File: src/include/proc_defs.svh
// Shared constants for the 16-bit pipelined core
// Widths, memory depths, opcodes, ALU functs and the APB address map
`ifndef PROC_DEFS_SVH
`define PROC_DEFS_SVH

`define PROC_WORD_W      16
`define PROC_REG_CNT     8
`define PROC_REG_W       3
`define PROC_IMEM_DEPTH  256
`define PROC_DMEM_DEPTH  256
`define PROC_APB_ADDR_W  12

// APB region code, held in paddr[11:10]
`define PROC_REGION_CTRL 2'd0
`define PROC_REGION_IMEM 2'd1
`define PROC_REGION_DMEM 2'd2

`define PROC_OP_HALT     5'b00000
`define PROC_OP_NOP      5'b00001
`define PROC_OP_ADDI     5'b01000
`define PROC_OP_SUBI     5'b01001
`define PROC_OP_ST       5'b10000
`define PROC_OP_LD       5'b10001
`define PROC_OP_LBI      5'b11000
`define PROC_OP_ALU      5'b11011

`define PROC_FN_ADD      2'b00
`define PROC_FN_SUB      2'b01
`define PROC_FN_XOR      2'b10
`define PROC_FN_ANDN     2'b11

`endif
File: src/proc_pkg.sv
// Types shared by the core stages and the APB host port
// Control bundle, pipeline payloads and bus records
`default_nettype none

package proc_pkg;

	`include "proc_defs.svh"

	typedef enum logic [2:0] {
		ADD,
		SUB,
		XOR,
		ANDN,
		PASS_B
	} alu_op_e;

	typedef enum logic [1:0] {
		REGFILE,
		FROM_MEM,
		FROM_WB
	} fwd_sel_e;

	typedef struct packed {
		logic    reg_write;
		logic    mem_read;
		logic    mem_write;
		logic    use_imm;
		alu_op_e alu_op;
		logic    halt;
	} ctrl_t;

	typedef struct packed {
		logic [`PROC_WORD_W-1:0] instr;
		logic [`PROC_WORD_W-1:0] next_pc;
	} if_id_t;

	typedef struct packed {
		ctrl_t                   ctrl;
		logic [`PROC_WORD_W-1:0] op_a;
		logic [`PROC_WORD_W-1:0] op_b;
		logic [`PROC_REG_W-1:0]  rs;
		logic [`PROC_REG_W-1:0]  rt;
		logic [`PROC_REG_W-1:0]  rd;
		logic [`PROC_WORD_W-1:0] imm;
	} id_ex_t;

	typedef struct packed {
		ctrl_t                   ctrl;
		logic [`PROC_WORD_W-1:0] result;
		logic [`PROC_WORD_W-1:0] store_data;
		logic [`PROC_REG_W-1:0]  rd;
	} ex_mem_t;

	typedef struct packed {
		logic                    reg_write;
		logic [`PROC_REG_W-1:0]  rd;
		logic [`PROC_WORD_W-1:0] wdata;
		logic                    halt;
	} mem_wb_t;

	// Writeback port, also the oldest forwarding source
	typedef struct packed {
		logic                    reg_write;
		logic [`PROC_REG_W-1:0]  rd;
		logic [`PROC_WORD_W-1:0] data;
	} wb_t;

	typedef struct packed {
		logic                        psel;
		logic                        penable;
		logic                        pwrite;
		logic [`PROC_APB_ADDR_W-1:0] paddr;
		logic [`PROC_WORD_W-1:0]     pwdata;
	} apb_req_t;

	typedef struct packed {
		logic [`PROC_WORD_W-1:0] prdata;
		logic                    pready;
		logic                    pslverr;
	} apb_rsp_t;

	typedef struct packed {
		logic                                 wr_en;
		logic [$clog2(`PROC_IMEM_DEPTH)-1:0]  addr;
		logic [`PROC_WORD_W-1:0]              data;
	} host_mem_t;

endpackage

`default_nettype wire

File: src/decode_stage.sv
// Decode stage: opcode decoder, bypassing register file, ID/EX register
// Unknown opcodes decode as NOP and raise illegal
`timescale 1ns/100ps
`default_nettype none
`include "proc_defs.svh"

module decode_stage (
	input  wire logic                   clk,
	input  wire logic                   rst_n,
	input  wire logic                   run,
	input  wire logic                   start,
	input  wire logic                   stall,
	input  wire proc_pkg::if_id_t       if_id,
	input  wire proc_pkg::wb_t          wb,
	output proc_pkg::id_ex_t            id_ex,
	output logic                        halt_seen,
	output logic                        illegal,
	output logic [`PROC_REG_W-1:0]      dec_rs,
	output logic [`PROC_REG_W-1:0]      dec_rt
);
	import proc_pkg::*;

	logic [`PROC_WORD_W-1:0] regs [`PROC_REG_CNT];
	logic [`PROC_WORD_W-1:0] instr;
	logic [4:0] opcode;
	logic [1:0] funct;
	ctrl_t ctrl;
	logic [`PROC_REG_W-1:0] rd;
	logic [`PROC_WORD_W-1:0] imm;
	logic known;
	logic [`PROC_WORD_W-1:0] val_a;
	logic [`PROC_WORD_W-1:0] val_b;

	assign instr = if_id.instr;
	assign opcode = instr[15:11];
	assign funct = instr[1:0];
	assign dec_rs = instr[10:8];
	assign dec_rt = instr[7:5];

	always_comb begin
		ctrl = '0;
		rd = instr[7:5];
		imm = {{11{instr[4]}}, instr[4:0]};
		known = 1'b1;
		case (opcode)
			`PROC_OP_HALT: ctrl.halt = 1'b1;
			`PROC_OP_NOP: ;
			`PROC_OP_ADDI, `PROC_OP_SUBI: begin
				ctrl.reg_write = 1'b1;
				ctrl.use_imm = 1'b1;
				ctrl.alu_op = (opcode == `PROC_OP_SUBI) ? SUB : ADD;
			end
			`PROC_OP_ST: begin
				ctrl.mem_write = 1'b1;
				ctrl.use_imm = 1'b1;
			end
			`PROC_OP_LD: begin
				ctrl.reg_write = 1'b1;
				ctrl.mem_read = 1'b1;
				ctrl.use_imm = 1'b1;
			end
			`PROC_OP_LBI: begin
				ctrl.reg_write = 1'b1;
				ctrl.use_imm = 1'b1;
				ctrl.alu_op = PASS_B;
				rd = instr[10:8];
				imm = {{8{instr[7]}}, instr[7:0]};
			end
			`PROC_OP_ALU: begin
				ctrl.reg_write = 1'b1;
				rd = instr[4:2];
				case (funct)
					`PROC_FN_ADD: ctrl.alu_op = ADD;
					`PROC_FN_SUB: ctrl.alu_op = SUB;
					`PROC_FN_XOR: ctrl.alu_op = XOR;
					default:      ctrl.alu_op = ANDN;
				endcase
			end
			default: known = 1'b0;
		endcase
	end

	assign halt_seen = ctrl.halt;
	assign illegal = run & ~known;

	always_ff @(posedge clk) begin
		if (run && wb.reg_write)
			regs[wb.rd] <= wb.data;
	end

	// Writeback result is visible in the same cycle
	assign val_a = (wb.reg_write && wb.rd == dec_rs) ? wb.data : regs[dec_rs];
	assign val_b = (wb.reg_write && wb.rd == dec_rt) ? wb.data : regs[dec_rt];

	always_ff @(posedge clk) begin
		if (!rst_n || start) begin
			id_ex <= '0;
		end else if (run) begin
			if (stall) begin
				// Bubble while the load result is pending
				id_ex <= '0;
			end else begin
				id_ex.ctrl <= ctrl;
				id_ex.op_a <= val_a;
				id_ex.op_b <= val_b;
				id_ex.rs <= dec_rs;
				id_ex.rt <= dec_rt;
				id_ex.rd <= rd;
				id_ex.imm <= imm;
			end
		end
	end

endmodule

`default_nettype wire

File: config.mk
export PLATFORM = sky130hd
export DESIGN_NAME = decode_stage
export DESIGN_NICKNAME = d
export VERILOG_FILES = /design/src/proc_pkg.sv /design/src/decode_stage.sv
export VERILOG_INCLUDE_DIRS = /design/src /design/src/include
export SDC_FILE = /design/constraint.sdc
export NUM_CORES = 1
export LEC_CHECK = 0
export BUFFER_PORTS_ARGS = -buffer_cell sky130_fd_sc_hd__buf_2
export CAP_MARGIN = 5
export CORE_MARGIN = 4
export CORE_UTILIZATION = 40
export DETAILED_ROUTE_END_ITERATION = 8
export PLACE_DENSITY = 0.58
export SETUP_SLACK_MARGIN = 0.15
export SLEW_MARGIN = 15
export SYNTH_ARGS = -nofsm -noshare
export SYNTH_HDL_FRONTEND = slang
export SYNTH_SLANG_ARGS = --single-unit
File: constraint.sdc
create_clock -name clk -period 3.19 [get_ports clk]
set_clock_uncertainty 0.15 [all_clocks]
set_input_delay 0.638 -clock clk [delete_from_list [all_inputs] [get_ports clk]]
set_output_delay 0.638 -clock clk [all_outputs]
set_load 0.1 [all_outputs]
==> out/metrics.yaml, run 1 <==
worst_setup_path:
  path_common_cell: "buf_2"
  cp_slowest_stage_delay_ns: 0.47
  start_kind: "input port"
  worstPathBufferInverterCount: 2
  critical_path.top_delay_family: "buffers and inverters"
  critPathKind: "in2out"
  worst_ep_arrival_time_ns: 1.84
  cp-end-kind: "output port"
  cpMaxStageDelayCell: "buf_2"
  cp_data_required_time_ns: 2.40
  worstPathCellList: "buf_2 > or2_2 > nor4_4 > buf_2"
  worst-path-max-fanout: 11
global_routing:
  grt_pass1_vias: 5445
  grt_max_degree: 38
  grt_use_total: 0.176
  grt-ovfl-total: 0
  grt_first_pass_wirelength_mm: 31.8
  grt_antenna_before_repair: 1
timing:
  hold_violations: 0
  setup_violations: 0
  drv_slew: 0
  rsz0062_at_grt: "false"
  tightest_slew_ns: 0.685
  holdWs_ns: 0.295
  fmax_mhz: 380
  post-route-period-util: 0.824
  setup_ws_ns: 0.561
  fin_tns_setup_ns: 0
  worst_slew_margin_rel: 0.542
  fin_crit_ns: 2.63
die:
  die-height_microns: 155
  ios: 130
  fp-row-count: 53
  dieArea_sq_um: 23900
  die_w_microns: 155
  start_util: 0.408
  coreArea_sq_um: 21100
synth:
  synth_area_per_cell_sq_um: 15.8
  synth_top_area_share: 0.447
  synth_area_sq_um: 8600
  yosysSeqAreaShare: 0.579
  synth_cell_types: 45
  synth.ff_latch_count: 185
  syn-instance-count: 544
  synth_top_area_cell: "edfxtp_1"
  ys_warn_count: 0
  synth_area_leaders: "edfxtp_1 45%, mux4_1 16%, dfxtp_1 13%"
  synth_fp_nets: 601
route:
  antenna_left: 0
  wl_mm: 20.9
  drt_iter0_drc: 363
  detail_route.vias_per_cell: 5.63
  via_count: 5312
  wl_per_cell_microns: 22.2
  drt_first_pass_iters: 5
  remaining_drc_errors: 0
cells_and_area:
  area_delta_synth_final_pct: 16.2
  antenna_cells: 0
  fillers: 1844
  nets: 713
  drive_above_1_share: 0.330
  final_cell_mix: "128 x edfxtp_1, 113 x buf_2, 57 x dfxtp_1"
  layout_commonest_cell: "edfxtp_1"
cts:
  ctsHoldBuffers: 0
  path_clk_slew_ns: 0.06
  clkSinkCount: 185
  cts_buffers: 17
  post_cts_buffers: 0
  clock-root-buffer: "clkbuf_16"
  cts_buffer_depth: 2
  cts_resized: 0
  htreeDepth: 4
  insertion_delay_ns: 0.42
  cts_tree: "done"
power_and_ir_drop:
  total_power_mw: 5.07
  p_seq_frac: 0.520
  p_per_area_nw_per_um2: 507
  vdd_drop_max_uv: 293
  switchingPower_mw: 1.25
  power.internal_mw: 3.82
  leakagePower_nw: 3.91
  switching_share: 0.247
  power_frac_comb: 0.122
  power_frac_clock: 0.358
run_status:
  status: "finished, final reports clean"
placement:
  gp_congestion: 0.801
  port_buffers: 113
  pre_cts_slack_ns: 0.537
  post-dp-hpwl_mm: 13.7
min_path:
  hp-class: "reg2reg"
flow_run:
  maxCapViolations: 0
## per-layer routing
layer  up-vias  global-route usage  wire length (microns)
met4         2              0.0551                    327
met1      2737               0.224                   8790
met2       155               0.302                  10700
met3        26              0.0367                   1070
met5         -                   0                     12
li1       2392                   -                      -
## cell families (layout without fill, tap and decap cells)
logic type,count (synthesis),after routing,synth area share
xor+xnor,7,7,0.00713
mux,128,128,0.270
buf+inv,56,181,0.0425
compound gates,73,73,0.0505
simple gates,95,95,0.0506
flops,185,185,0.579
## cell usage after synthesis (all sizes together)
master   count
mux4        64
or3b         1
and3b        2
a2bb2oi      1
nand4        3
nor2b        1
o32ai        1
clkinv       1
nand2       46
xnor2        7
a21boi       1
a32oi        2
buf         32
o21ai       39
clkbuf      22
o21a         1
nand2b       4
and3         1
or2          1
nand3        5
o22ai        2
nor2        23
nor3b        1
mux2        32
o22a         2
nor3         3
dfxtp       57
edfxtp     128
or3          1
a22oi       12
nor4         1
nand3b       2
a31oi        5
a21oi        6
inv          1
o31ai        1
mux2i       32
## worst reg2reg max path, stage by stage (launching register included)
cell and delay (ns):
edfxtp_1 0.39, mux4_1 0.52, mux2_2 0.28, mux2i_1 0.22, o21ai_1 0.08
## final timing paths
| path | startpoint | end | slack (ns) | depth (start not counted) |
|---|---|---|---|---|
| worst max-delay path | if_id[27] | halt_seen | 0.56 | 4 |
| worst min-delay path | id_ex[28] | id_ex[28] | 0.29 | 2 |
| worst max register to register | regs[3][15] | id_ex[56] | 1.44 | 4 |
| worst min register to register | id_ex[28] | id_ex[28] | 0.29 | 2 |
## power groups by stage
stage          clock [mW]  combinational, mW  sequential (mW)
6_report             1.82              0.617             2.63
5_1_grt              1.98              0.656             2.64
4_1_cts              1.87              0.623             2.63
3_5_place_dp            0              0.621             2.69
3_3_place_gp            0              0.613             2.68
2_1_floorplan           0              0.356             2.79
## through the flow
stage / area, sq um / std cells / util
2_1_floorplan: 8620 / 544 / -
3_3_place_gp: 9500 / 912 / 0.450
3_5_place_dp: 9500 / 912 / 0.450
4_1_cts: 10000 / 944 / 0.474
5_1_grt: 10000 / 944 / 0.474
6_report: 10000 / 944 / 0.474
## flip-flops by register name (all words and copies together), names as in the netlist
register / cells
id_ex: 57
regs: 128
## final cells by class
type | instances | area, sq um | share of cell area
sequential | 185 | 4980 | 0.499
multi-input combinational | 303 | 3280 | 0.328
inverter | 2 | 7.51 | 0.000751
clock inverter | 10 | 55.1 | 0.00551
clock buffer | 22 | 444 | 0.0444
timing repair buffer | 147 | 883 | 0.0883
tap | 275 | 344 | 0.0344
Power figures use the tool's default switching activity.
==> inputs of run 2 (changes only) <==
clock period = 2.54 ns   (was 3.19 ns; I/O delays follow)
==> run 2 against run 1 <==
Against the previous run:
- final cell count increased by 0.11%
- non-clock buffer count stayed put
- critical path type unchanged
- routed wire length down 0.25%
- die area stayed put
- largest power group unchanged
- total power increased by 32%
- hold slack got worse by 0.11 ns
- clock-buffer cell count grew 2
- setup slack got worse by 0.22 ns
- register-to-register slack got worse by 0.68 ns
- combinational power rose by 29%
- critical path depth up 1
- clock power is 41% higher
==> out/metrics.yaml, run 2 (same netlist as run 1, synthesis figures left out) <==
route:
  drt_first_pass_iters: 4
  via_count: 5311
  drt_iter0_drc: 324
  wl_mm: 20.9
  detail_route.vias_per_cell: 5.62
  remaining_drc_errors: 0
  wl_per_cell_microns: 22.1
  antenna_left: 0
flow_run:
  maxCapViolations: 0
timing:
  hold_violations: 0
  drv_slew: 0
  fin_tns_setup_ns: 0
  setup_violations: 0
  post-route-period-util: 0.865
  worst_slew_margin_rel: 0.640
  fin_crit_ns: 2.20
  fmax_mhz: 455
  tightest_slew_ns: 0.537
  rsz0062_at_grt: "false"
cells_and_area:
  largest_reg_flops: 128
  layout.cells.non_filler: 945
  largest_register: "regs"
  final_cell_mix: "128 x edfxtp_1, 108 x buf_2, 57 x dfxtp_1"
  drive_above_1_share: 0.344
  reg_top3: "regs: 128 flops, id_ex: 57 flops"
  fillers: 1780
  layout_commonest_cell: "edfxtp_1"
  area_delta_synth_final_pct: 18.7
  nets: 713
worst_setup_path:
  worst-path-max-fanout: 11
  worstPathCellList: "buf_2 > nand3_1 > xnor2_1 > o21a_2 > buf_2"
  path_common_cell: "buf_2"
  worst_ep_arrival_time_ns: 1.54
  reg2reg_to: "id_ex[41]"
  ff2ff_path_depth: 4
  cp-end-kind: "output port"
  cp_data_required_time_ns: 1.88
  r2r_slack_ns: 0.76
  cp_slowest_stage_delay_ns: 0.41
  cpMaxStageDelayCell: "buf_2"
  critPathKind: "in2out"
  start_kind: "input port"
  rr_startpoint: "regs[1][0]"
cts:
  clock-root-buffer: "clkbuf_16"
  cts_tree: "done"
  post_cts_buffers: 0
  cts_buffers: 17
  cts_resized: 0
  clkSinkCount: 185
  ctsHoldBuffers: 0
  insertion_delay_ns: 0.43
  cts_buffer_depth: 2
  htreeDepth: 4
  path_clk_slew_ns: 0.06
global_routing:
  grt_pass1_vias: 5596
  grt_first_pass_wirelength_mm: 32.2
  grt_max_degree: 39
  grt_antenna_before_repair: 3
  grt-ovfl-total: 0
  grt_use_total: 0.177
power_and_ir_drop:
  vdd_drop_max_uv: 405
  total_power_mw: 6.67
  p_per_area_nw_per_um2: 654
  leakagePower_nw: 3.99
die:
  die_w_microns: 155
  fp-row-count: 53
  start_util: 0.408
  die-height_microns: 155
  coreArea_sq_um: 21100
  dieArea_sq_um: 23900
  ios: 130
placement:
  dp_cells: 912
  post-dp-hpwl_mm: 13.8
  gp_congestion: 0.791
  port_buffers: 113
min_path:
  hold_end: "id_ex[1]"
  hold_depth: 3
  hp-class: "in2reg"
  hold_start: "if_id[17]"
run_status:
  status: "finished, final reports clean"
-- run 2: worst max-delay path, delay by kind of cell --
family,cells,cell delay (ns)
xor gates and xnor gates,1,0.15
AOI/OAI and AO/OA,1,0.13
buffers and inverters,2,0.62
and+or+nand+nor,1,0.12
-- run 2: stage by stage --
step / util / worst slack (ns) / hold WS, ns / cell area [sq um]
after floorplan: - / 0.0984 / 0.457 / 8630
after global placement: 0.456 / 0.194 / 0.286 / 9620
after detailed placement: 0.456 / 0.153 / 0.288 / 9620
after CTS: 0.484 / 0.342 / 0.169 / 10200
after global routing: 0.484 / 0.261 / 0.190 / 10200
final: 0.484 / 0.344 / 0.185 / 10200
-- run 2: layer usage --
layer  vias to the layer above  part of all wire  track usage
li1                       2400                 -            -
met1                      2709              0.40        0.217
met2                       174              0.52        0.313
met3                        24             0.065       0.0347
met4                         4             0.015       0.0601
met5                         -           0.00096            0
-- run 2: layout make-up --
class                   instances  area, sq um  share of cell area
repair buffers                147          996              0.0976
clock inverters                 8         55.1             0.00539
inverters                       2         7.51            0.000735
clock buffers                  24          534              0.0523
well taps                     275          344              0.0337
multi-input cells             303         3280               0.322
flip-flops and latches        185         4980               0.488
diodes                          1         2.50            0.000245
-- run 2: how the worst max path moves through the flow --
stage,startpoint,endpoint,slack (ns),depth (start not counted)
final,if_id[27],illegal,0.34,5
after global routing,if_id[27],illegal,0.26,5
after CTS,if_id[27],illegal,0.34,5
after detailed placement,if_id[21],id_ex[40],0.15,6
after global placement,if_id[21],id_ex[40],0.19,6
after floorplan,if_id[31],halt_seen,0.1,2
-- run 2: where the power goes --
part	switching, mW	internal, mW
combinational	0.499	0.294
sequential	0.0276	3.28
clock	1.10	1.47
total	1.62	5.05
==> inputs of run 3 (changes only) <==
CORE_UTILIZATION = 57   (was 40)
CTS_CLUSTER_SIZE = 25   (was unset)
PLACE_DENSITY = 0.79   (was 0.58)
==> run 3 against run 2 <==
Against the previous run:
- critical path depth unchanged
- clock power about the same
- first-iteration DRC count up 23%
- sequential share of layout area up 1.1 points
- non-clock buffer count down 8
- critical endpoint unchanged
- design area down 2.2%
- combinational power down 2%
==> out/metrics.yaml, run 3 (same netlist as run 1, synthesis figures left out) <==
route:
  wl_mm: 18.7
  drt_first_pass_iters: 5
  detail_route.vias_per_cell: 6.28
  via_count: 5303
  remaining_drc_errors: 0
  drt_iter0_drc: 397
  wl_per_cell_microns: 22.2
  antenna_left: 0
die:
  die_w_microns: 131
  start_util: 0.587
  fp-row-count: 44
  die-height_microns: 131
  ios: 130
  dieArea_sq_um: 17100
  coreArea_sq_um: 14600
global_routing:
  grt_first_pass_wirelength_mm: 28.4
  grt-ovfl-total: 0
  grt_use_total: 0.226
  grt_pass1_vias: 5247
  grt_antenna_before_repair: 2
  grt_max_degree: 38
cts:
  insertion_delay_ns: 0.43
  ctsHoldBuffers: 0
  htreeDepth: 4
  cts_buffer_depth: 2
  clkSinkCount: 185
  cts_buffers: 17
  post_cts_buffers: 0
  path_clk_slew_ns: 0.06
  cts_resized: 0
  cts_tree: "done"
  clock-root-buffer: "clkbuf_16"
worst_setup_path:
  worst-path-max-fanout: 11
  worstPathCellList: "buf_2 > nand3_1 > xnor2_1 > o21a_2 > buf_2"
  cp_slowest_stage_delay_ns: 0.41
  cp-end-kind: "output port"
  worst_ep_arrival_time_ns: 1.53
  path_common_cell: "buf_2"
  cpMaxStageDelayCell: "buf_2"
  start_kind: "input port"
  critPathKind: "in2out"
  cp_data_required_time_ns: 1.88
placement:
  post-dp-hpwl_mm: 12.0
  gp_congestion: 0.853
  port_buffers: 113
power_and_ir_drop:
  vdd_drop_max_uv: 556
  total_power_mw: 6.67
  leakagePower_nw: 3.93
  p_per_area_nw_per_um2: 668
timing:
  rsz0062_at_grt: "false"
  post-route-period-util: 0.862
  fin_tns_setup_ns: 0
  drv_slew: 0
  tightest_slew_ns: 0.545
  worst_slew_margin_rel: 0.634
  hold_violations: 0
  fin_crit_ns: 2.19
  setup_violations: 0
  fmax_mhz: 457
cells_and_area:
  fillers: 938
  reg_top3: "regs: 128 flops, id_ex: 57 flops"
  area_delta_synth_final_pct: 16.0
  nets: 705
  antenna_cells: 0
  layout_commonest_cell: "edfxtp_1"
  final_cell_mix: "128 x edfxtp_1, 108 x buf_2, 57 x dfxtp_1"
  largest_reg_flops: 128
  drive_above_1_share: 0.331
  utilization: 0.681
  largest_register: "regs"
flow_run:
  maxCapViolations: 0
min_path:
  hp-class: "in2reg"
run_status:
  status: "finished, final reports clean"
## run 3: cell types whose count changed in the layout (fill, tap and decap cells not counted), sizes merged
cell / previous run / this run
buf: 147 / 139
bufinv: 0 / 2
clkbuf: 24 / 25
clkinvlp: 3 / 1
diode: 1 / 0
inv: 2 / 1
## run 3: area by class of cell
cell class | count | area (sq um) | share of cell area
clock buffer | 25 | 495 | 0.0497
clock inverter | 7 | 91.3 | 0.00915
inverter | 2 | 7.51 | 0.000752
multi-input combinational | 303 | 3280 | 0.329
sequential | 185 | 4980 | 0.500
tap | 184 | 230 | 0.0231
timing repair buffer | 139 | 886 | 0.0888
## run 3: metrics by stage
step | instances | hold slack [ns] | area [sq um] | setup WS [ns]
detailed placement | 813 | 0.290 | 9390 | 0.191
global route | 845 | 0.197 | 9980 | 0.299
floorplan | 544 | 0.457 | 8630 | 0.0984
finish | 845 | 0.194 | 9980 | 0.352
CTS | 845 | 0.181 | 9980 | 0.355
global placement | 813 | 0.284 | 9390 | 0.246
## run 3: worst paths after layout
kind                    from   endpoint  slack [ns]  cells past startpoint
setup reg to reg  regs[3][2]  id_ex[43]        0.78                      4
setup / recovery   if_id[27]    illegal        0.35                      5
hold / removal     if_id[17]   id_ex[1]        0.19                      3
hold reg to reg    id_ex[37]  id_ex[37]        0.30                      2
## run 3: worst max-delay path: cells and delay by family
kind	cells	cell delay, ns
xor gates and xnor gates	1	0.16
and+or+nand+nor	1	0.12
buffers and inverters	2	0.61
AOI/OAI and AO/OA	1	0.13
## run 3: report_power, final
group | leakage (nW) | switching, mW | internal, mW | total [mW]
combinational | 2.03 | 0.491 | 0.284 | 0.776
clock | 0.287 | 1.04 | 1.55 | 2.59
sequential | 1.62 | 0.0269 | 3.28 | 3.31
## run 3: per-layer routing
layer	part of all wire	track usage
met5	0.00075	0
met4	0.022	0.0926
met3	0.072	0.0508
met2	0.52	0.400
met1	0.39	0.269
