--- src/include/proc_defs.svh ---
// Shared constants for the 16-bit pipelined core
// Widths, memory depths, opcodes, ALU functs and the APB address map
`ifndef PROC_DEFS_SVH
`define PROC_DEFS_SVH

`define PROC_WORD_W      16
`define PROC_REG_CNT     8
`define PROC_REG_W       3
`define PROC_IMEM_DEPTH  256
`define PROC_DMEM_DEPTH  256
`define PROC_APB_ADDR_W  12

// APB region code, held in paddr[11:10]
`define PROC_REGION_CTRL 2'd0
`define PROC_REGION_IMEM 2'd1
`define PROC_REGION_DMEM 2'd2

`define PROC_OP_HALT     5'b00000
`define PROC_OP_NOP      5'b00001
`define PROC_OP_ADDI     5'b01000
`define PROC_OP_SUBI     5'b01001
`define PROC_OP_ST       5'b10000
`define PROC_OP_LD       5'b10001
`define PROC_OP_LBI      5'b11000
`define PROC_OP_ALU      5'b11011

`define PROC_FN_ADD      2'b00
`define PROC_FN_SUB      2'b01
`define PROC_FN_XOR      2'b10
`define PROC_FN_ANDN     2'b11

`endif
--- src/proc_pkg.sv ---
// Types shared by the core stages and the APB host port
// Control bundle, pipeline payloads and bus records
`default_nettype none

package proc_pkg;

	`include "proc_defs.svh"

	typedef enum logic [2:0] {
		ADD,
		SUB,
		XOR,
		ANDN,
		PASS_B
	} alu_op_e;

	typedef enum logic [1:0] {
		REGFILE,
		FROM_MEM,
		FROM_WB
	} fwd_sel_e;

	typedef struct packed {
		logic    reg_write;
		logic    mem_read;
		logic    mem_write;
		logic    use_imm;
		alu_op_e alu_op;
		logic    halt;
	} ctrl_t;

	typedef struct packed {
		logic [`PROC_WORD_W-1:0] instr;
		logic [`PROC_WORD_W-1:0] next_pc;
	} if_id_t;

	typedef struct packed {
		ctrl_t                   ctrl;
		logic [`PROC_WORD_W-1:0] op_a;
		logic [`PROC_WORD_W-1:0] op_b;
		logic [`PROC_REG_W-1:0]  rs;
		logic [`PROC_REG_W-1:0]  rt;
		logic [`PROC_REG_W-1:0]  rd;
		logic [`PROC_WORD_W-1:0] imm;
	} id_ex_t;

	typedef struct packed {
		ctrl_t                   ctrl;
		logic [`PROC_WORD_W-1:0] result;
		logic [`PROC_WORD_W-1:0] store_data;
		logic [`PROC_REG_W-1:0]  rd;
	} ex_mem_t;

	typedef struct packed {
		logic                    reg_write;
		logic [`PROC_REG_W-1:0]  rd;
		logic [`PROC_WORD_W-1:0] wdata;
		logic                    halt;
	} mem_wb_t;

	// Writeback port, also the oldest forwarding source
	typedef struct packed {
		logic                    reg_write;
		logic [`PROC_REG_W-1:0]  rd;
		logic [`PROC_WORD_W-1:0] data;
	} wb_t;

	typedef struct packed {
		logic                        psel;
		logic                        penable;
		logic                        pwrite;
		logic [`PROC_APB_ADDR_W-1:0] paddr;
		logic [`PROC_WORD_W-1:0]     pwdata;
	} apb_req_t;

	typedef struct packed {
		logic [`PROC_WORD_W-1:0] prdata;
		logic                    pready;
		logic                    pslverr;
	} apb_rsp_t;

	typedef struct packed {
		logic                                 wr_en;
		logic [$clog2(`PROC_IMEM_DEPTH)-1:0]  addr;
		logic [`PROC_WORD_W-1:0]              data;
	} host_mem_t;

endpackage

`default_nettype wire

--- src/execute_stage.sv ---
// Execute stage: operand forwarding, ALU and the EX/MEM register
`timescale 1ns/100ps
`default_nettype none
`include "proc_defs.svh"

module execute_stage (
	input  wire logic                    clk,
	input  wire logic                    rst_n,
	input  wire logic                    run,
	input  wire logic                    start,
	input  wire proc_pkg::id_ex_t        id_ex,
	input  wire proc_pkg::fwd_sel_e      fwd_a,
	input  wire proc_pkg::fwd_sel_e      fwd_b,
	input  wire logic [`PROC_WORD_W-1:0] mem_fwd,
	input  wire proc_pkg::wb_t           wb,
	output proc_pkg::ex_mem_t            ex_mem
);
	import proc_pkg::*;

	logic [`PROC_WORD_W-1:0] opnd_a;
	logic [`PROC_WORD_W-1:0] opnd_b;
	logic [`PROC_WORD_W-1:0] alu_b;
	logic [`PROC_WORD_W-1:0] result;

	function automatic logic [`PROC_WORD_W-1:0] pick(input fwd_sel_e sel,
			input logic [`PROC_WORD_W-1:0] rf_val,
			input logic [`PROC_WORD_W-1:0] mem_val,
			input logic [`PROC_WORD_W-1:0] wb_val);
		case (sel)
			FROM_MEM: return mem_val;
			FROM_WB:  return wb_val;
			default:  return rf_val;
		endcase
	endfunction

	assign opnd_a = pick(fwd_a, id_ex.op_a, mem_fwd, wb.data);
	assign opnd_b = pick(fwd_b, id_ex.op_b, mem_fwd, wb.data);
	assign alu_b = id_ex.ctrl.use_imm ? id_ex.imm : opnd_b;

	// SUB and SUBI take the second operand minus the first
	always_comb begin
		case (id_ex.ctrl.alu_op)
			SUB:     result = alu_b - opnd_a;
			XOR:     result = opnd_a ^ alu_b;
			ANDN:    result = opnd_a & ~alu_b;
			PASS_B:  result = alu_b;
			default: result = opnd_a + alu_b;
		endcase
	end

	always_ff @(posedge clk) begin
		if (!rst_n || start) begin
			ex_mem <= '0;
		end else if (run) begin
			ex_mem.ctrl <= id_ex.ctrl;
			ex_mem.result <= result;
			ex_mem.store_data <= opnd_b;
			ex_mem.rd <= id_ex.rd;
		end
	end

endmodule

`default_nettype wire

--- config.mk ---
export PLATFORM = sky130hd
export DESIGN_NAME = execute_stage
export DESIGN_NICKNAME = d
export VERILOG_FILES = /design/src/proc_pkg.sv /design/src/execute_stage.sv
export VERILOG_INCLUDE_DIRS = /design/src /design/src/include
export SDC_FILE = /design/constraint.sdc
export NUM_CORES = 1
export LEC_CHECK = 0
export BUFFER_PORTS_ARGS = -buffer_cell sky130_fd_sc_hd__buf_2
export CAP_MARGIN = 30
export CORE_ASPECT_RATIO = 2
export CORE_UTILIZATION = 56
export CTS_BUF_LIST = sky130_fd_sc_hd__clkbuf_2
export CTS_CLUSTER_DIAMETER = 100
export CTS_CLUSTER_SIZE = 25
export DETAILED_ROUTE_END_ITERATION = 10
export HOLD_SLACK_MARGIN = 0.1
export PLACE_DENSITY = 0.89
export SLEW_MARGIN = 5
export SYNTH_ARGS = -nofsm -noshare
export SYNTH_HDL_FRONTEND = slang
export SYNTH_SLANG_ARGS = --single-unit
--- constraint.sdc ---
create_clock -name clk -period 10.5 [get_ports clk]
set_clock_uncertainty 0.1 [all_clocks]
set_input_delay 1.05 -clock clk [delete_from_list [all_inputs] [get_ports clk]]
set_output_delay 1.05 -clock clk [all_outputs]
set_load 0.05 [all_outputs]
==> run metrics, run 1 <==
flop2flop setup slack 9.29 ns; Min Hold Slack slightly above 0.4 ns; Main synth FF type dfxtp_1; Die X 62.74 µm; kind of end point of the critical path register; Mapped Nets 699; fmax between 200 and 250 MHz; # Post-CTS Setup Buffers 0; Worst Min Path Start ex_mem[19]; share of cells above drive strength 1 0.2526; Resized cells post-CTS 0; clock slew seen by the registers of the worst setup and hold paths between 0.2 and 0.3 ns; crit path kind in2reg; initial core utilization 0.5729; Synth Register Bits 43; Max-Cap Viols 0; # fillers about 600; footprint of the multi-input gates ~0.0029 mm²; die height 123.5 µm; fin crit share 0.4466; RD Place Congestion ~0.94; pwr/cell area 123.7 mW/mm²; Crit path largest cell delay ~0.42 ns; 1st-iter DRT viols ~280; worst-path cell chain buf_2 > inv_1 > ha_1 > a22oi_1 > o21ai_2 > nor4_4 > and3_1 > and2b_1 > nor2_1 > xnor2_1 > ha_1 > a21oi_1 > o21ai_0 > a221oi_1 > o31ai_1 > xnor2_1 > xnor2_1 > o21ai_1; HP Class reg2reg; Core Area about 0.0072 mm²; grt ovf 0; Die ar. a little under 0.008 mm²; Max Root-Sink Buffers 2; CP max FO 16; DR DRC count 0; max reg flops between 40 and 50; Via Count ~4,600; Detailed Place HPWL about 9900 µm; H-tree Lvls 2; Worst R2R End ex_mem[29]; Reg-to-Reg Start ex_mem[29]; Total Wirelength around 13,000 µm; Cell Rows 44; root buffer cell clkbuf_2; IO Pins around 150; Total Power about 0.0006 W; cts bufs inserted 5; CTS tree yes; leakage 2.465 nW; Slew @ Worst Pin 0.7693 ns; Cell Area, Synth between 0.004 and 0.005 mm²; max-slew violation count 0; pin count of the biggest net entering global routing 63; Hold Buf Count CTS 0; Sink Count 43; GR Util All Layers 0.3211; CP startpoint kind input port; Most common cell on crit path xnor2_1; first-pass GRT wire length approximately 20,000 µm; drt pass-1 iters 6; vias in the first global route between 4,000 and 5,000; setup TNS 0 ns; RSZ-0062 raised after global routing no; Slowest-stage cell, CP ha_1; via density per instance 6.045; Slew Limit Headroom 0.4817; Sequential cell area ~860 µm²; Syn-to-layout area delta 17.93%; Syn Inst Count about 550; Final ANT Viol Nets 0; worst r2r path cells 4; Hold EP ex_mem[19]; worst skew pair latency roughly 0.45 ns; Top Registers ex_mem (43); Fin. Hold Viols 0; Final min period 4.689 ns; status completed; Critical Path RT roughly 11 ns; Peak VDD IR around 0.096 mV; Netlist cell types between 50 and 60; Syn Area/Cell about 7.5 µm²; register area share after synthesis 0.2084; final net count ~800; initial antenna violation count 2; Biggest register ex_mem; final setup vio count 0; EDFF count, synth 0; Routed WL per cell approximately 17 µm; worst hold stages 2; Syn. warnings 0; CP arrival around 4.9 ns; FFs w/ async S/R, synth 0; I/O Buffers 141
-- layer usage --
layer / routed length, µm / up-vias / share of wire / GRT usage
li1: - / 2201 / - / -
met1: 4577 / 2110 / 0.36 / 0.3220
met2: 6417 / 239 / 0.51 / 0.5910
met3: 760 / 62 / 0.060 / 0.04059
met4: 849 / 0 / 0.067 / 0.2500
met5: 0 / - / 0 / 0
-- critical path: cells and delay by family --
| family | cells | cell delay, ns |
|---|---|---|
| AO/OA/AOI/OAI | 7 | 1.52 |
| adder cells (fa/ha/maj) | 2 | 0.77 |
| XOR/XNOR | 3 | 0.51 |
| AND/OR/NAND/NOR | 4 | 0.98 |
| buffers and inverters | 2 | 0.13 |
-- layout by cell type, fill, tap and decap left out, types with 4 or more instances in the layout --
master / n
a211oi_1: 4
a21o_1: 5
a21oi_1: 36
a221o_1: 16
a221oi_1: 5
a22oi_1: 16
buf_2: 141
clkbuf_2: 5
dfxtp_1: 43
ha_1: 37
inv_1: 45
mux2i_1: 31
nand2_1: 45
nand2b_1: 7
nor2_1: 67
nor2b_1: 5
nor3_1: 5
o21a_1: 5
o21ai_0: 53
o21ai_1: 17
o21ai_2: 6
o221ai_1: 5
xnor2_1: 16
xor2_1: 8
-- worst max-delay path by stage --
stage	startpoint	slack, ns	end
after detailed placement	fwd_a[0]	5.02	ex_mem[31]
after floorplan	fwd_a[0]	6.19	ex_mem[31]
after CTS	fwd_a[0]	5.51	ex_mem[31]
final	fwd_a[0]	5.81	ex_mem[34]
after global routing	fwd_a[0]	5.63	ex_mem[31]
after global placement	fwd_a[0]	5.24	ex_mem[31]
-- final cells by class --
class / count / area share
antenna: 2 / 0.001027
timing repair buffer: 145 / 0.1551
clock buffer: 5 / 0.005136
sequential: 43 / 0.1767
clock inverter: 3 / 0.005393
inverter: 45 / 0.03467
tap: 92 / 0.02363
multi-input combinational: 428 / 0.5984
-- Yosys cell counts (6+ instances only) --
cell	n	area share
a21oi_1	36	0.044
a221o_1	16	0.039
a22oi_1	16	0.029
clkbuf_1	22	0.020
dfxtp_1	43	0.21
ha_1	37	0.11
inv_1	45	0.041
mux2i_1	31	0.075
nand2_1	45	0.041
nand2b_1	7	0.011
nor2_1	67	0.061
o21ai_0	53	0.064
o21ai_1	17	0.021
o21ai_2	6	0.013
xnor2_1	16	0.034
xor2_1	8	0.017
-- per-stage QoR --
stage | utilization | area (µm²) | instances | setup WS (ns)
after floorplan | - | 4131 | 552 | 6.186
after global placement | 0.6639 | 4788 | 752 | 5.238
after detailed placement | 0.6639 | 4788 | 752 | 5.017
after CTS | 0.6711 | 4840 | 760 | 5.515
after global routing | 0.6756 | 4872 | 763 | 5.630
final | 0.6756 | 4872 | 763 | 5.811
-- where the power goes --
group	total [W]	switching, W	leakage (nW)	internal, W
Sequential	0.000177	0.00000430	0.351	0.000173
Combinational	0.000342	0.000210	2.08	0.000132
Clock	0.0000836	0.0000648	0.0340	0.0000189
Total	0.000603	0.000279	2.47	0.000323
-- cells by family after synthesis --
kind of cell               Yosys count  share of synthesized area
muxes                               31                    0.07511
buffers and inverters               81                    0.08601
DFF                                 43                     0.2084
adders and majority gates           38                     0.1169
AOI/OAI and AO/OA                  191                     0.3080
xor gates and xnor gates            24                    0.05088
and+or+nand+nor                    144                     0.1548
(Power assumes the default switching activity.)
==> inputs of run 2 (changes only) <==
Settings changed: CORE_UTILIZATION 56 to 47, PLACE_DENSITY 0.89 to 0.8.
Clock period 10.5 ns to 3.9 ns, I/O delays scaled along.
==> run 2 against run 1 <==
Against the previous run: sequential share of layout area fell by 1.6 points; core utilization fell by 5.2 points; sequential power grew to 2.7 times the previous value; sequential cell count unchanged; register-to-register slack worse by 6.5 ns; count of clock-buffer cells in the layout is the same; via count grew 3.5%; critical endpoint is now ex_mem[31]; first-iteration DRC count is 37% lower.
==> run metrics, run 2 (synthesis results as in run 1) <==
status completed; final net count 879 (+7.9%); Crit path largest cell delay 0.51 ns (+0.09 ns); clock slew seen by the registers of the worst setup and hold paths 0.24 ns (-0.02 ns); Slew Limit Headroom 0.4495 (-0.03217); root buffer cell clkbuf_2; Peak VDD IR 0.2112 mV (+120%); crit path kind in2reg; DR DRC count 0 (unchanged); Resized cells post-CTS 0 (unchanged); IO Pins 152 (unchanged); cts bufs inserted 5 (unchanged); share of cells above drive strength 1 0.3083 (+0.05571); Routed WL per cell 16.16 µm (-2.2%); RSZ-0062 raised after global routing no; fmax roughly 280 MHz; Min Hold Slack 0.1419 ns (-0.2607 ns); setup TNS 0 ns (unchanged); worst skew pair latency 0.47 ns (+0.02 ns); via density per instance 5.725 (-5.3%); CP max FO 10 (-6); fin worst setup slack 0.3709 ns (-5.440 ns); Die X 68.30 µm (+8.9%); CTS tree yes; leakage 2.766 nW (+12%); pin count of the biggest net entering global routing 42 (-33%); I/O Buffers 141 (unchanged); Final min period about 3.5 ns; initial antenna violation count 1 (-1); Max Root-Sink Buffers 2 (unchanged); max reg flops 43 (unchanged); Fin. Hold Viols 0 (unchanged); grt ovf 0 (unchanged); kind of end point of the critical path register; worst-path cell chain buf_2 > inv_1 > ha_1 > buf_4 > nand2_1 > o21ai_1 > nor2_1 > and3_1 > and2b_1 > a21oi_2 > xnor2_1 > ha_1 > and2_1 > a221o_1 > nor2b_1 > a211oi_1 > buf_4 > xor2_1 > o22ai_1; Buf+Inv Stages, Crit Path 4 (+2); max-slew violation count 0 (unchanged); RD Place Congestion 0.9596 (+1.6%); Slew @ Worst Pin 0.8257 ns (+0.05639 ns); Total Wirelength 13,470 µm (+6.9%); Via Count 4,775 (+3.5%); pwr/cell area 328.4 mW/mm² (+170%); most common cell after layout, fill and taps aside buf_2; CP arrival 3.80 ns (-1.14 ns); drt pass-1 iters 5 (-1); delay-heaviest family, CP compound AO/OA/AOI/OAI gates; Syn-to-layout area delta 29.68%; # fillers 795 (+31%); 1st-iter DRT viols 175 (-37%); Die ar. 0.009192 mm² (+19%); first-pass GRT wire length 21,760 µm (+10%); die height 134.6 µm (+9.0%); CP startpoint kind input port; Cell Count, Final, Fillers Out 834 (+9.3%); # Post-CTS Setup Buffers 0 (unchanged); GR Util All Layers 0.3080 (-0.01301); Hold Buf Count CTS 7 (+7); fin crit share 0.9049; Biggest register ex_mem; Slowest-stage cell, CP ha_1; Critical Path RT 4.17 ns (-6.58 ns); H-tree Lvls 2 (unchanged); Core Area 0.008588 mm² (+19%); initial core utilization 0.4811 (-0.09181); Cell Rows 48 (+9.1%); Final ANT Viol Nets 0 (unchanged); # placed instances 818 (+8.8%); final setup vio count 0 (unchanged); Top Registers ex_mem (43); Max-Cap Viols 0 (unchanged); pre-CTS WS -0.1209 ns (-5.138 ns); Sink Count 43 (unchanged); Detailed Place HPWL 10,990 µm (+11%); most frequent cells in the layout 141 x buf_2, 67 x nor2_1, 61 x buf_4; HP Class in2reg; vias in the first global route 4,719 (+7.5%)
==> run 2: path summary, 6_finish.rpt <==
| check | from | slack [ns] | endpoint | cells past startpoint |
|---|---|---|---|---|
| max | fwd_a[0] | 0.37 | ex_mem[31] | 19 |
| min reg2reg | ex_mem[19] | 0.40 | ex_mem[19] | 2 |
| max reg2reg | ex_mem[29] | 2.77 | ex_mem[29] | 4 |
| min | id_ex[60] | 0.14 | ex_mem[38] | 3 |
==> run 2: cell type report <==
cell class                      count  area [µm²]  share of cell area
Sequential cell                    43       860.8              0.1607
Inverter                           45       168.9             0.03153
Clock inverter                      3       26.28            0.004904
Tap cell                          100       125.1             0.02335
Antenna cell                        1       2.502           0.0004671
Multi-Input combinational cell    428        2915              0.5441
Timing Repair Buffer              209        1234              0.2303
Clock buffer                        5       25.02            0.004671
==> run 2: where the power goes <==
group	total, W	internal (W)	switching (W)
Clock	0.000229	0.0000508	0.000179
Combinational	0.00105	0.000461	0.000593
Sequential	0.000476	0.000465	0.0000112
Total	0.00176	0.000977	0.000783
==> run 2: through the flow <==
stage          cell area [µm²]  utilization  total power, W
4_1_cts                   5355       0.6235        0.001759
3_3_place_gp              5234       0.6094        0.001491
6_report                  5358       0.6238        0.001760
2_1_floorplan             4131            -        0.001167
3_5_place_dp              5234       0.6094        0.001517
5_1_grt                   5358       0.6238        0.001891
==> run 2: worst register-to-register path, cell delays in order (launching register included) <==
cell     delay (ns)
dfxtp_1        0.37
o21ai_0        0.29
nor3_1         0.09
mux2i_1        0.12
o21ai_0        0.09
==> run 2: layer usage <==
| metal | track usage | share of wire | vias to the layer above |
|---|---|---|---|
| met5 | 0 | 0 | - |
| met4 | 0.2141 | 0.074 | 0 |
| met3 | 0.03801 | 0.051 | 66 |
| met2 | 0.5327 | 0.51 | 212 |
| met1 | 0.3276 | 0.36 | 2170 |
| li1 | - | - | 2327 |
==> inputs of run 3 (changes only) <==
--- a/config.mk
+++ b/config.mk
@@ -16,5 +16,5 @@
 export DETAILED_ROUTE_END_ITERATION = 10
 export HOLD_SLACK_MARGIN = 0.1
-export PLACE_DENSITY = 0.8
+export PLACE_DENSITY = 0.91
 export SLEW_MARGIN = 5
 export SYNTH_ARGS = -nofsm -noshare
==> constraint.sdc (replaced) <==
create_clock -name clk -period 3.9 [get_ports clk]
set_clock_uncertainty 0.1 [all_clocks]
set_input_delay 0.39 -clock clk [delete_from_list [all_inputs] [get_ports clk]]
set_output_delay 0.39 -clock clk [all_outputs]
set_load 0.01 [all_outputs]
==> run 3 against run 2 <==
Against the previous run: maximum frequency increased by 0.37%; setup slack gained 0.013 ns; hold slack gained 0.021 ns; largest cell class unchanged; count of clock-buffer cells in the layout unchanged; core utilization rose by 0.55 points; sequential power about the same; highest routed layer unchanged; global-route usage grew 2.3 points; design area grew 0.89%; power fell by 3.5%; final cell count is 0.60% higher; sequential share of layout area is 0.14 points lower; critical path depth is 3 lower.
==> run metrics, run 3 (synthesis results as in run 1) <==
# fillers 749 (-5.8%); Sink Count 43 (unchanged); I/O Buffers 141 (unchanged); GR Util All Layers 0.3313 (+0.02323); 1st-iter DRT viols 286 (+63%); drt pass-1 iters 6 (+1); Via Count 4,977 (+4.2%); status completed; # placed instances 823 (+0.61%); RD Place Congestion 1.004 (+4.7%); CP max FO 9 (-1); CP arrival 3.78 ns (-0.02 ns); Min Hold Slack 0.1625 ns (+0.02061 ns); Total Wirelength 14,710 µm (+9.2%); clock slew seen by the registers of the worst setup and hold paths 0.24 ns (about the same); Top Registers ex_mem (43); CTS tree yes; Die ar. 0.009192 mm² (unchanged); max-slew violation count 0 (unchanged); final setup vio count 0 (unchanged); Critical Path RT 4.17 ns (about the same); Detailed Place HPWL 12,080 µm (+9.8%); Max Root-Sink Buffers 2 (unchanged); Crit path largest cell delay 0.45 ns (-0.06 ns); CP startpoint kind input port; Fin. Hold Viols 0 (unchanged); Max-Cap Viols 0 (unchanged); via density per instance 5.932 (+3.6%); Cell Count, Final, Fillers Out 839 (+0.60%); initial antenna violation count 0 (-1); Die X 68.30 µm (unchanged); Slew Limit Headroom 0.4911 (+0.04154); Sequential cell area 860.8 µm² (unchanged); fin crit share 0.9015 (-0.003365); leakage 2.787 nW (+0.74%); root buffer cell clkbuf_2; most frequent cells in the layout 141 x buf_2, 67 x nor2_1, 65 x buf_4; RSZ-0062 raised after global routing no; Slowest-stage cell, CP ha_1; Final ANT Viol Nets 0 (unchanged); H-tree Lvls 2 (unchanged); worst-path cell chain buf_2 > inv_1 > ha_1 > nand2_1 > o21ai_2 > nor4_4 > and3_1 > and2b_1 > a21oi_2 > xnor2_1 > ha_1 > and2_1 > a221o_1 > o21ai_0 > a21boi_0 > o32ai_1; Routed WL per cell 17.54 µm (+8.5%); footprint of the multi-input gates 0.002915 mm² (unchanged); HP Class in2reg; grt ovf 0 (unchanged); initial core utilization 0.4811 (unchanged); Biggest register ex_mem; Slew @ Worst Pin 0.7618 ns (-0.06387 ns); Most common cell on crit path ha_1; final net count 884 (+0.57%); share of cells above drive strength 1 0.3130 (+0.004686); Core Area 0.008588 mm² (unchanged); kind of end point of the critical path register; fmax 284.4 MHz (+0.37%); die height 134.6 µm (unchanged); Peak VDD IR 0.2413 mV (+14%); cts bufs inserted 5 (unchanged); pwr/cell area 314.0 mW/mm² (-4.4%); pin count of the biggest net entering global routing 33 (-21%); Final min period 3.516 ns (-0.01312 ns); worst skew pair latency 0.44 ns (-0.03 ns); first-pass GRT wire length 22,910 µm (+5.3%); Cell Rows 48 (unchanged); Resized cells post-CTS 0 (unchanged); crit path kind in2reg; max reg flops 43 (unchanged); IO Pins 152 (unchanged); most common cell after layout, fill and taps aside buf_2; Syn-to-layout area delta 30.83%; DR DRC count 0 (unchanged); vias in the first global route 4,866 (+3.1%)
run 3: report_power, final:
group	switching (W)	internal, W
clock	0.000177	0.0000461
combinational	0.000537	0.000460
sequential	0.0000120	0.000465
run 3: worst max-delay path, delay by kind of cell:
kind / cells / cell delay [ns]
XOR/XNOR: 1 / 0.22
AO/OA/AOI/OAI: 6 / 1.24
buffers and inverters: 2 / 0.13
AND/OR/NAND/NOR: 5 / 1.05
adder cells (fa/ha/maj): 2 / 0.74
run 3: cell type report:
type / count / share of cell area
inverters: 45 / 0.03125
diodes: 1 / 0.0004630
repair buffers: 214 / 0.2375
well taps: 100 / 0.02315
flip-flops and latches: 43 / 0.1593
clock buffers: 5 / 0.004630
clock inverters: 3 / 0.004398
multi-input cells: 428 / 0.5394
run 3: path summary, 6_finish.rpt:
kind | startpoint | endpoint | cells past startpoint | slack, ns
worst max register to register | ex_mem[29] | ex_mem[29] | 4 | 2.77
worst max-delay path | fwd_a[0] | ex_mem[33] | 16 | 0.38
worst min register to register | ex_mem[27] | ex_mem[27] | 2 | 0.40
worst min-delay path | id_ex[60] | ex_mem[38] | 3 | 0.16
run 3: repair_timing:
action | in CTS | in global routing
hold buffers | 7 | 0
hold endpoints to repair | 7 | 0
setup buffers | 0 | 0
run 3: metal layers:
metal	wire length [µm]	global-route usage	vias to the layer above
met4	1092	0.2373	0
met2	7841	0.5937	275
met3	866	0.04223	80
met1	4912	0.3285	2293
li1	-	-	2329
met5	0	0	-
run 3: stage by stage:
step | util | setup TNS, ns | area (µm²) | setup WS (ns) | power [W]
floorplan | - | 0 | 4131 | 0.2455 | 0.001095
global placement | 0.6152 | 0 | 5284 | 0.01887 | 0.001417
detailed placement | 0.6152 | -0.3450 | 5284 | -0.1271 | 0.001456
CTS | 0.6291 | 0 | 5403 | 0.3610 | 0.001686
global route | 0.6291 | 0 | 5403 | 0.1755 | 0.001810
finish | 0.6294 | 0 | 5405 | 0.3840 | 0.001697
